`src/design/serial_alu_pkg.sv`:
```
package serial_alu_pkg;

   // Opcode field width
   localparam int OP_W = 3;

   // Operations of the serial datapath
   typedef enum logic [OP_W-1:0] {
      OP_ADD  = 3'd0,
      OP_SUB  = 3'd1,
      OP_AND  = 3'd2,
      OP_OR   = 3'd3,
      OP_XOR  = 3'd4,
      OP_SLT  = 3'd5,
      OP_SLTU = 3'd6
   } alu_op_e;

   // One operand bit pair per clock with the LSB first
   typedef struct packed {
      logic op_a;
      logic op_b;
      logic first;
      logic last;
   } alu_bit_t;

   // One result bit per clock
   // cmp only means something on the last slice
   typedef struct packed {
      logic rd;
      logic cmp;
      logic last;
   } alu_res_t;

   // Set-less-than variants return a flag instead of a word
   function automatic logic is_compare(alu_op_e op);
      return (op == OP_SLT) || (op == OP_SLTU);
   endfunction

endpackage

```
`src/design/operand_sequencer.sv`:
```
`timescale 1ns/1ps

module operand_sequencer #(
   parameter int WIDTH = 32
) (
   input  logic                     clk,
   input  logic                     i_reset,
   input  logic                     i_start,
   input  serial_alu_pkg::alu_op_e  i_op,
   input  logic [WIDTH-1:0]         i_op_a,
   input  logic [WIDTH-1:0]         i_op_b,
   input  logic                     i_done,
   output logic                     o_busy,
   output serial_alu_pkg::alu_op_e  o_op,
   output logic                     o_bit_en,
   output serial_alu_pkg::alu_bit_t o_bit
);

   localparam int CNT_W = (WIDTH > 1) ? $clog2(WIDTH) : 1;
   localparam logic [CNT_W-1:0] LAST_CNT = CNT_W'(WIDTH - 1);

   typedef enum logic [1:0] {
      ST_IDLE,
      ST_LOAD,
      ST_SHIFT,
      ST_WAIT
   } seq_state_e;

   seq_state_e       state_q;
   logic [CNT_W-1:0] cnt_q;
   logic [WIDTH-1:0] a_sr;
   logic [WIDTH-1:0] b_sr;
   logic             accept;
   logic             cnt_last;

   // Busy drops in the done cycle so a new start can be taken on that edge
   assign o_busy   = (state_q != ST_IDLE) && !i_done;
   assign accept   = i_start && !o_busy;
   assign cnt_last = (cnt_q == LAST_CNT);
   assign o_bit_en = (state_q == ST_SHIFT);

   always_comb begin
      o_bit.op_a  = a_sr[0];
      o_bit.op_b  = b_sr[0];
      o_bit.first = o_bit_en && (cnt_q == '0);
      o_bit.last  = o_bit_en && cnt_last;
   end

   always_ff @(posedge clk) begin
      if (i_reset) begin
         state_q <= ST_IDLE;
         cnt_q   <= '0;
      end else begin
         case (state_q)
            ST_IDLE: begin
               if (accept) begin
                  state_q <= ST_LOAD;
               end
            end
            ST_LOAD: begin
               state_q <= ST_SHIFT;
               cnt_q   <= '0;
            end
            ST_SHIFT: begin
               cnt_q <= cnt_q + CNT_W'(1);
               if (cnt_last) begin
                  state_q <= ST_WAIT;
               end
            end
            ST_WAIT: begin
               // Collector done and possibly the next request already waiting
               if (i_done) begin
                  state_q <= accept ? ST_LOAD : ST_IDLE;
               end
            end
            default: begin
               state_q <= ST_IDLE;
            end
         endcase
      end
   end

   // Operands leave LSB first
   always_ff @(posedge clk) begin
      if (accept) begin
         a_sr <= i_op_a;
         b_sr <= i_op_b;
         o_op <= i_op;
      end else if (o_bit_en) begin
         a_sr <= a_sr >> 1;
         b_sr <= b_sr >> 1;
      end
   end

   // Every burst of slices is exactly one word long
   a_burst_len: assert property (@(posedge clk) disable iff (i_reset)
      $rose(o_bit_en) |-> ##WIDTH !o_bit_en);

   // The last marker follows the first one a word later
   a_last_ends: assert property (@(posedge clk) disable iff (i_reset)
      o_bit.first |-> ##(WIDTH-1) o_bit.last);

endmodule

```
`src/design/serial_alu.sv`:
```
`timescale 1ns/1ps

module serial_alu (
   input  logic                     clk,
   input  logic                     i_reset,
   input  serial_alu_pkg::alu_op_e  i_op,
   input  logic                     i_bit_en,
   input  serial_alu_pkg::alu_bit_t i_bit,
   output logic                     o_res_en,
   output serial_alu_pkg::alu_res_t o_res
);

   import serial_alu_pkg::*;

   logic carry_q;
   logic sub;
   logic b_eff;
   logic cin;
   logic sum;
   logic cout;
   logic rd_bit;
   logic lt_now;

   // Subtract and compare both compute a + ~b + 1
   assign sub   = (i_op == OP_SUB) || is_compare(i_op);
   assign b_eff = i_bit.op_b ^ sub;
   assign cin   = i_bit.first ? sub : carry_q;

   // Full adder on the current bit
   assign sum  = i_bit.op_a ^ b_eff ^ cin;
   assign cout = (i_bit.op_a & b_eff) | (cin & (i_bit.op_a ^ b_eff));

   always_comb begin
      case (i_op)
         OP_AND:  rd_bit = i_bit.op_a & i_bit.op_b;
         OP_OR:   rd_bit = i_bit.op_a | i_bit.op_b;
         OP_XOR:  rd_bit = i_bit.op_a ^ i_bit.op_b;
         default: rd_bit = sum;
      endcase
   end

   // Running unsigned less-than is the missing carry out.
   // On the sign bit a signed compare uses the sign of a-b fixed by overflow
   assign lt_now = (i_op == OP_SLT && i_bit.last) ? (sum ^ cin ^ cout) : !cout;

   always_ff @(posedge clk) begin
      if (i_reset) begin
         carry_q  <= 1'b0;
         o_res_en <= 1'b0;
      end else begin
         o_res_en <= i_bit_en;
         if (i_bit_en) begin
            carry_q <= cout;
         end
      end
   end

   always_ff @(posedge clk) begin
      if (i_bit_en) begin
         o_res.rd   <= rd_bit;
         o_res.cmp  <= lt_now;
         o_res.last <= i_bit.last;
      end
   end

   // Each burst opens with the first slice so the carry gets its preset
   a_res_follow: assert property (@(posedge clk) disable iff (i_reset)
      $rose(i_bit_en) |-> i_bit.first);

endmodule

```
`src/design/result_collector.sv`:
```
`timescale 1ns/1ps

module result_collector #(
   parameter int WIDTH = 32
) (
   input  logic                     clk,
   input  logic                     i_reset,
   input  serial_alu_pkg::alu_op_e  i_op,
   input  logic                     i_res_en,
   input  serial_alu_pkg::alu_res_t i_res,
   output logic                     o_done,
   output logic [WIDTH-1:0]         o_result
);

   import serial_alu_pkg::*;

   // Lower bits of the word so far with the newest bit at the top
   logic [WIDTH-2:0] gather_q;
   logic [WIDTH-1:0] word;
   logic             word_last;

   // Bit 0 arrives first and has travelled to position 0 once the
   // top bit comes in
   assign word      = {i_res.rd, gather_q};
   assign word_last = i_res_en && i_res.last;

   always_ff @(posedge clk) begin
      if (i_reset) begin
         o_done <= 1'b0;
      end else begin
         o_done <= word_last;
      end
   end

   always_ff @(posedge clk) begin
      if (i_res_en) begin
         gather_q <= word[WIDTH-1:1];
      end
      // Held until the next operation completes
      if (word_last) begin
         if (is_compare(i_op)) begin
            o_result <= {{(WIDTH-1){1'b0}}, i_res.cmp};
         end else begin
            o_result <= word;
         end
      end
   end

   // One pulse per operation
   a_done_pulse: assert property (@(posedge clk) disable iff (i_reset)
      o_done |=> !o_done);

endmodule

```
`src/design/serial_exec_top.sv`:
```
`timescale 1ns/1ps

module serial_exec_top #(
   parameter int WIDTH = 32
) (
   input  logic                    clk,
   input  logic                    i_reset,
   input  logic                    i_start,
   input  serial_alu_pkg::alu_op_e i_op,
   input  logic [WIDTH-1:0]        i_op_a,
   input  logic [WIDTH-1:0]        i_op_b,
   output logic                    o_busy,
   output logic                    o_done,
   output logic [WIDTH-1:0]        o_result
);

   import serial_alu_pkg::*;

   alu_op_e  op;
   logic     bit_en;
   alu_bit_t bit_slice;
   logic     res_en;
   alu_res_t res;

   operand_sequencer #(
      .WIDTH (WIDTH)
   ) operand_sequencer_inst (
      .clk      (clk),
      .i_reset  (i_reset),
      .i_start  (i_start),
      .i_op     (i_op),
      .i_op_a   (i_op_a),
      .i_op_b   (i_op_b),
      .i_done   (o_done),
      .o_busy   (o_busy),
      .o_op     (op),
      .o_bit_en (bit_en),
      .o_bit    (bit_slice)
   );

   serial_alu serial_alu_inst (
      .clk      (clk),
      .i_reset  (i_reset),
      .i_op     (op),
      .i_bit_en (bit_en),
      .i_bit    (bit_slice),
      .o_res_en (res_en),
      .o_res    (res)
   );

   result_collector #(
      .WIDTH (WIDTH)
   ) result_collector_inst (
      .clk      (clk),
      .i_reset  (i_reset),
      .i_op     (op),
      .i_res_en (res_en),
      .i_res    (res),
      .o_done   (o_done),
      .o_result (o_result)
   );

endmodule

```
`config.mk`:
```
export PLATFORM = sky130hd
export DESIGN_NAME = serial_exec_top
export DESIGN_NICKNAME = d
export VERILOG_FILES = /design/src/design/serial_alu_pkg.sv /design/src/design/operand_sequencer.sv /design/src/design/serial_alu.sv /design/src/design/result_collector.sv /design/src/design/serial_exec_top.sv
export SDC_FILE = /design/constraint.sdc
export NUM_CORES = 1
export LEC_CHECK = 0
export BUFFER_PORTS_ARGS = -buffer_cell sky130_fd_sc_hd__buf_2
export CAP_MARGIN = 20
export CORE_ASPECT_RATIO = 1.2
export CORE_UTILIZATION = 50
export DETAILED_ROUTE_END_ITERATION = 7
export GPL_TIMING_DRIVEN = 0
export PLACE_DENSITY = 0.72
export SYNTH_ARGS = -nofsm -noshare
export SYNTH_HDL_FRONTEND = slang
export SYNTH_SLANG_ARGS = --single-unit
```
`constraint.sdc`:
```
create_clock -name clk -period 6.8 [get_ports clk]
set_clock_uncertainty 0.2 [all_clocks]
set_input_delay 1.02 -clock clk [delete_from_list [all_inputs] [get_ports clk]]
set_output_delay 1.02 -clock clk [all_outputs]
set_load 0.05 [all_outputs]
```
## Word level (Yosys, flattened, before mapping)

Index checks and enable logic that the tools add are counted.

- Register bits: 143
- Input port bits: 70
- Logic and storage cells: 70

- $add $sub $neg: 1
- Eq/ne operators: 13
- Muxes and demuxes: 14
- Bitwise logic cells: 11
- Reduce and logical (&&, ||, !) cells: 17

Operators by type and width:

| operator | count |
|---|---|
| $mux 32 | 4 |
| $pmux 5 s2 | 1 |
| $eq 3x3->1 const B | 3 |
| $pmux 2 s4 | 1 |
| $eq 3x2->1 const B | 2 |
| $logic_and 1x1->1 | 6 |
| $mux 2 | 3 |
| $reduce_bool 2->1 | 3 |
| $xor 1x1->1 | 6 |
| $add 5x1->5 const B | 1 |
| $eq 5x5->1 const B | 1 |
| $logic_not 5->1 | 1 |
| $eq 2x2->1 const B | 2 |
| $mux 1 | 4 |
| $ne 2x1->1 const B | 2 |
| $and 1x1->1 | 3 |
| $eq 3x1->1 const B | 1 |
| $logic_not 1->1 | 3 |
| $pmux 1 s3 | 1 |
| $reduce_and 3->1 | 1 |
| $eq 2x1->1 const B | 1 |
| $logic_not 2->1 | 1 |
| $logic_or 1x1->1 | 2 |
| $ne 2x2->1 const B | 1 |
| $or 1x1->1 | 2 |

## Depth between registers and ports, before layout

- Word-level depth: 9
- Mapped depth: 9
- Mapped depth without buffers: 9

## Cells and area by module

Synthesis repeated with hierarchy kept, for this count alone.

- Cells, all modules: 331
- Area, all modules: 5856.9 um^2

Modules (own cells, without submodules):

| module | instances | cells an instance | area each (um^2) | seq. area each (um^2) |
|---|---|---|---|---|
| operand_sequencer | 1 | 200 | 3291.9 | 2152.1 |
| result_collector | 1 | 103 | 2233.4 | 1911.8 |
| serial_alu | 1 | 28 | 331.6 | 130.1 |

## Worst setup path after synthesis

No wires, ideal clock.

- Kind: input -> register
- Start: input port i_start
- End: register operand_sequencer_inst.a_sr[0] (enable)
- Library setup time: 394 ps
- Arrival time: 2311 ps
- Path slack: 3895 ps
- Stages: 4
- Path buffers: 2
- Path through: nor2b_4 -> buf_12 -> buf_12 -> or2_2

- Word-level cells in the longest chain between the ends: 2

RTL lines:

| what | line | RTL |
|---|---|---|
| start: declaration | serial_exec_top.sv:8 | `input logic i_start,` |
| $logic_and 1x1->1 | operand_sequencer.sv:38 | `assign accept = i_start && !o_busy;` |
| net operand_sequencer_inst.accept | operand_sequencer.sv:33 | `logic accept;` |
| $reduce_bool 2->1 (no line) | n/a |  |
| end signal: assignment | operand_sequencer.sv:86 | `a_sr <= i_op_a;` |
| end signal: assignment | operand_sequencer.sv:90 | `a_sr <= a_sr >> 1;` |
| end: declaration | operand_sequencer.sv:31 | `logic [WIDTH-1:0] a_sr;` |

The timed path passes the listed nets, and every way through them passes these cells.
A chain may end at the register's enable or synchronous reset.

## Worst setup path in the final report

- Start: register operand_sequencer_inst.state_q[0]
- End: register serial_alu_inst.o_res[2] in the netlist's numbering, data pin

- Word-level cells in the longest chain between the ends: 5

RTL lines:

| what | line | RTL |
|---|---|---|
| start: declaration | operand_sequencer.sv:29 | `seq_state_e state_q;` |
| start signal: assignment | operand_sequencer.sv:73 | `state_q <= accept ? ST_LOAD : ST_IDLE;` |
| $eq 2x2->1 | operand_sequencer.sv:40 | `assign o_bit_en = (state_q == ST_SHIFT);` |
| net bit_en | serial_exec_top.sv:20 | `logic bit_en;` |
| $logic_and 1x1->1 | operand_sequencer.sv:45 | `o_bit.first = o_bit_en && (cnt_q == '0);` |
| $mux 1 | serial_alu.sv:27 | `assign cin = i_bit.first ? sub : carry_q;` |
| $xor 1x1->1 | serial_alu.sv:30 | `assign sum = i_bit.op_a ^ b_eff ^ cin;` |
| $pmux 1 s3 | serial_alu.sv:34 | `case (i_op)` |
| net serial_alu_inst.rd_bit | serial_alu.sv:21 | `logic rd_bit;` |
| end: declaration | serial_alu.sv:10 | `output serial_alu_pkg::alu_res_t o_res` |

The timed path passes the listed nets, and every way through them passes these cells.

==> results.md <==
* FILL cells at 877
* Fin nets at 533
* Sequential power share at 0.446
* Post-CTS sizing at 0
* Final hold violations at 0
* Via Count at 3,046
* First-pass GRT wire length at 14,700 µm
* DP Cell Count at 591
* RD Place Congestion at 0.684
* 1st-iter DRT viols at 106
* Clk buf depth at 2
* Width of the die at 102 µm
* Crit Path Class: flip-flop to flip-flop
* Worst reg2reg path depth at 9
* Initial antenna violation count at 0
* GRT Resource Usage Total at 0.160
* Yosys cell types at 38
* Fin. max-slew vios at 0
* Die ar. at 12,400 µm²
* Clock Sink Count at 143
* Synth Instances at 330
* Max Cap Viol at 0
* Hold_buf cts at 0
* Synth area leader: edfxtp_1
* Total net switching power at 0.916 mW
* R2R setup slack at 3.96 ns
* Cell Int Power at 2.39 mW
* Fin cells at 623
* Post-synth EDFFs at 133
* Syn Nets at 410
* Detail Route Antenna Nets at 0
* Synth Area in Simple Gates at 0.0739
* DR vias/cell at 4.89
* Initial Utilization at 0.515
* TritonCTS buffer count at 17
* Worst Path Required at 6.76 ns
* Top post-synthesis cells by area: edfxtp_1 67%, mux2_4 9.1%, mux2_2 5.5%, and2_1 3.9%, dfxtp_1 3.4%
* Adder-cell share of the synthesized area at 0.0235
* Synth Area in XOR/XNOR at 0.00294
* # port buffers at 102
* Post-route clock period utilization at 0.417
* Main combinational cell family by area after synthesis: multiplexers
* R2R Path End: serial_alu_inst.o_res[2]
* Slew headroom at 0.411
* Worst min-delay path category: flip-flop to flip-flop
* Drt pass-1 iters at 4
* Worst setup EP type: flip-flop
* Pwr dens at 451 nW/µm²
* Synth-to-layout area growth at 23.1%
* Maximum clock rate at 352 MHz
* FF+latch count, synth at 143
* RSZ-0062 raised after global routing: no
* Pin count of the biggest net entering global routing at 65
* Met2 routed WL at 4560 µm
* DIE HEIGHT at 122 µm
* Worst Max-Slew Pin Slew at 0.883 ns
* Detailed Place HPWL at 6010 µm
* Fin crit period at 2.84 ns
* Root Buffer Master: clkbuf_16
* Final TNS setup at 0 ns
* H-tree depth at 4
* Post-synth top cells: 133 x edfxtp_1, 37 x and2_1, 36 x mux2_4
* DRT met1 WL at 3980 µm
* RR Startpoint: operand_sequencer_inst.state_q[0]
* GRT overflow at 0
* Compound-cell area share of the yosys netlist at 0.0218
* Worst skew pair latency at 0.41 ns
* Combinational share of power at 0.266
* Vias in the first global route at 3,155
* CP Data Arrival Time at 2.80 ns
* Worst hold path stage count at 0
* Mean Syn Cell Area at 18.1 µm²
* Wire length on met3 at 507 µm
* Highest Signal Layer: met4
* Post-CTS setup buffer count at 0
* Clk slew on worst S/H paths at 0.06 ns
* Top-count cell post-synth: edfxtp_1
* Worst setup SP type: flip-flop
* Synthesis Warnings at 0
* Post-synthesis mux area share at 0.146
* Final setup vio count at 0
* Crit Path Max Fanout at 8
* Top Ports at 104
* Final wirelength at 9140 µm
* Synth top area share at 0.670
* Core Footprint at 11,600 µm²
* Critical hold path startpoint: serial_alu_inst.o_res[2]
* Mapped cell area at 5960 µm²
* Hold endpoint: result_collector_inst.gather_q[30]
* Clock power frac at 0.289
* CTS tree: built
* Setup ws final at 3.96 ns
* Place WS at 3.76 ns
* Residual DRC at 0
* Placed instance area at 6720 µm²
* # rows at 43
* Sw Share at 0.277
* Number of diodes at 0
* Top_reg_cell synth: edfxtp_1
* Async S/R FF share, synth at 0
* Share of layout cells above drive strength 1 at 0.457
* Peak VDD IR at 233 µV
* Pleak at 2.80 nW
* Mean routed wirelength per cell at 14.7 µm
* Outcome: finished, final reports clean
* Final instance area at 7340 µm²
* Sequential fraction of the synthesis area at 0.704
area by class of cell:
type	instances	area (µm²)	share of cell area
Timing Repair Buffer	104	566	0.0771
Clock buffer	17	425	0.0580
Tap cell	157	196	0.0268
Clock inverter	15	189	0.0258
Multi-Input combinational cell	166	1600	0.218
Buffer	13	138	0.0188
Inverter	8	30.0	0.00409
Sequential cell	143	4190	0.572
cells by family after synthesis:
group | Yosys count
XOR/XNOR | 2
adder cells (fa/ha/maj) | 10
flip-flops | 143
multiplexers | 65
AO/OA/AOI/OAI | 19
AND/OR/NAND/NOR | 70
buffers and inverters | 21
power by group through the flow:
stage	Combinational [mW]	Clock (mW)	Sequential [mW]
floorplan	0.686	0	1.48
global placement	0.837	0	1.49
detailed placement	0.885	0	1.49
CTS	0.893	0.975	1.48
global route	0.959	1.00	1.50
finish	0.879	0.955	1.48
per-layer routing:
metal | vias to the layer above | global-route usage
met1 | 1462 | 0.196
met3 | 6 | 0.0557
met2 | 89 | 0.256
met5 | - | 0
met4 | 0 | 0.0707
li1 | 1489 | -
through the flow:
step | hold WS (ns) | util | power [mW]
after global placement | 0.224 | 0.576 | 2.33
after detailed placement | 0.232 | 0.581 | 2.37
after floorplan | 0.217 | - | 2.17
after global routing | 0.262 | 0.634 | 3.46
after CTS | 0.247 | 0.634 | 3.35
final | 0.245 | 0.634 | 3.31
cells in the final DEF, fill, tap and decap left out, drive strengths merged, types with 2 or more instances in the layout:
cell        n
edfxtp    133
buf       111
mux2       65
and2       37
clkbuf     23
inv        18
dfxtp      10
nor2b       9
ha          8
nand2b      7
a21oi       6
nand3       4
nor2        4
o21ai       3
xnor2       2
a211oi      2
nand4       2
fa          2
bufinv      2
clkinvlp    2
worst max-delay path by stage:
stage	start	end	slack (ns)	cells after the start
2_1_floorplan	i_start	operand_sequencer_inst.a_sr[0]	3.89	4
3_3_place_gp	i_start	operand_sequencer_inst.a_sr[19]	3.36	5
3_5_place_dp	i_start	operand_sequencer_inst.a_sr[17]	3.76	5
4_1_cts	operand_sequencer_inst.state_q[1]	serial_alu_inst.o_res[2]	3.92	8
5_1_grt	operand_sequencer_inst.state_q[0]	serial_alu_inst.o_res[2]	3.77	9
6_report	operand_sequencer_inst.state_q[0]	serial_alu_inst.o_res[2]	3.96	9
state kept, by name, indices dropped and copies added, names as in the netlist:
signal,count
serial_alu_inst.o_res_en,1
serial_alu_inst.o_res,3
result_collector_inst.o_result,32
result_collector_inst.gather_q,31
operand_sequencer_inst.b_sr,32
operand_sequencer_inst.o_op,3
operand_sequencer_inst.state_q,2
result_collector_inst.o_done,1
operand_sequencer_inst.cnt_q,5
serial_alu_inst.carry_q,1
operand_sequencer_inst.a_sr,32
worst max-delay path, cell delays in order, from the launching register on:
cell      delay (ns)
dfxtp_1         0.32
inv_1           0.12
ha_1            0.34
nor4b_1         0.38
a21oi_1         0.12
a31o_2          0.25
fa_1            0.49
nand2b_1        0.10
o311ai_0        0.13
o21a_1          0.13
No activity file was read; power rests on OpenSTA's default activity.
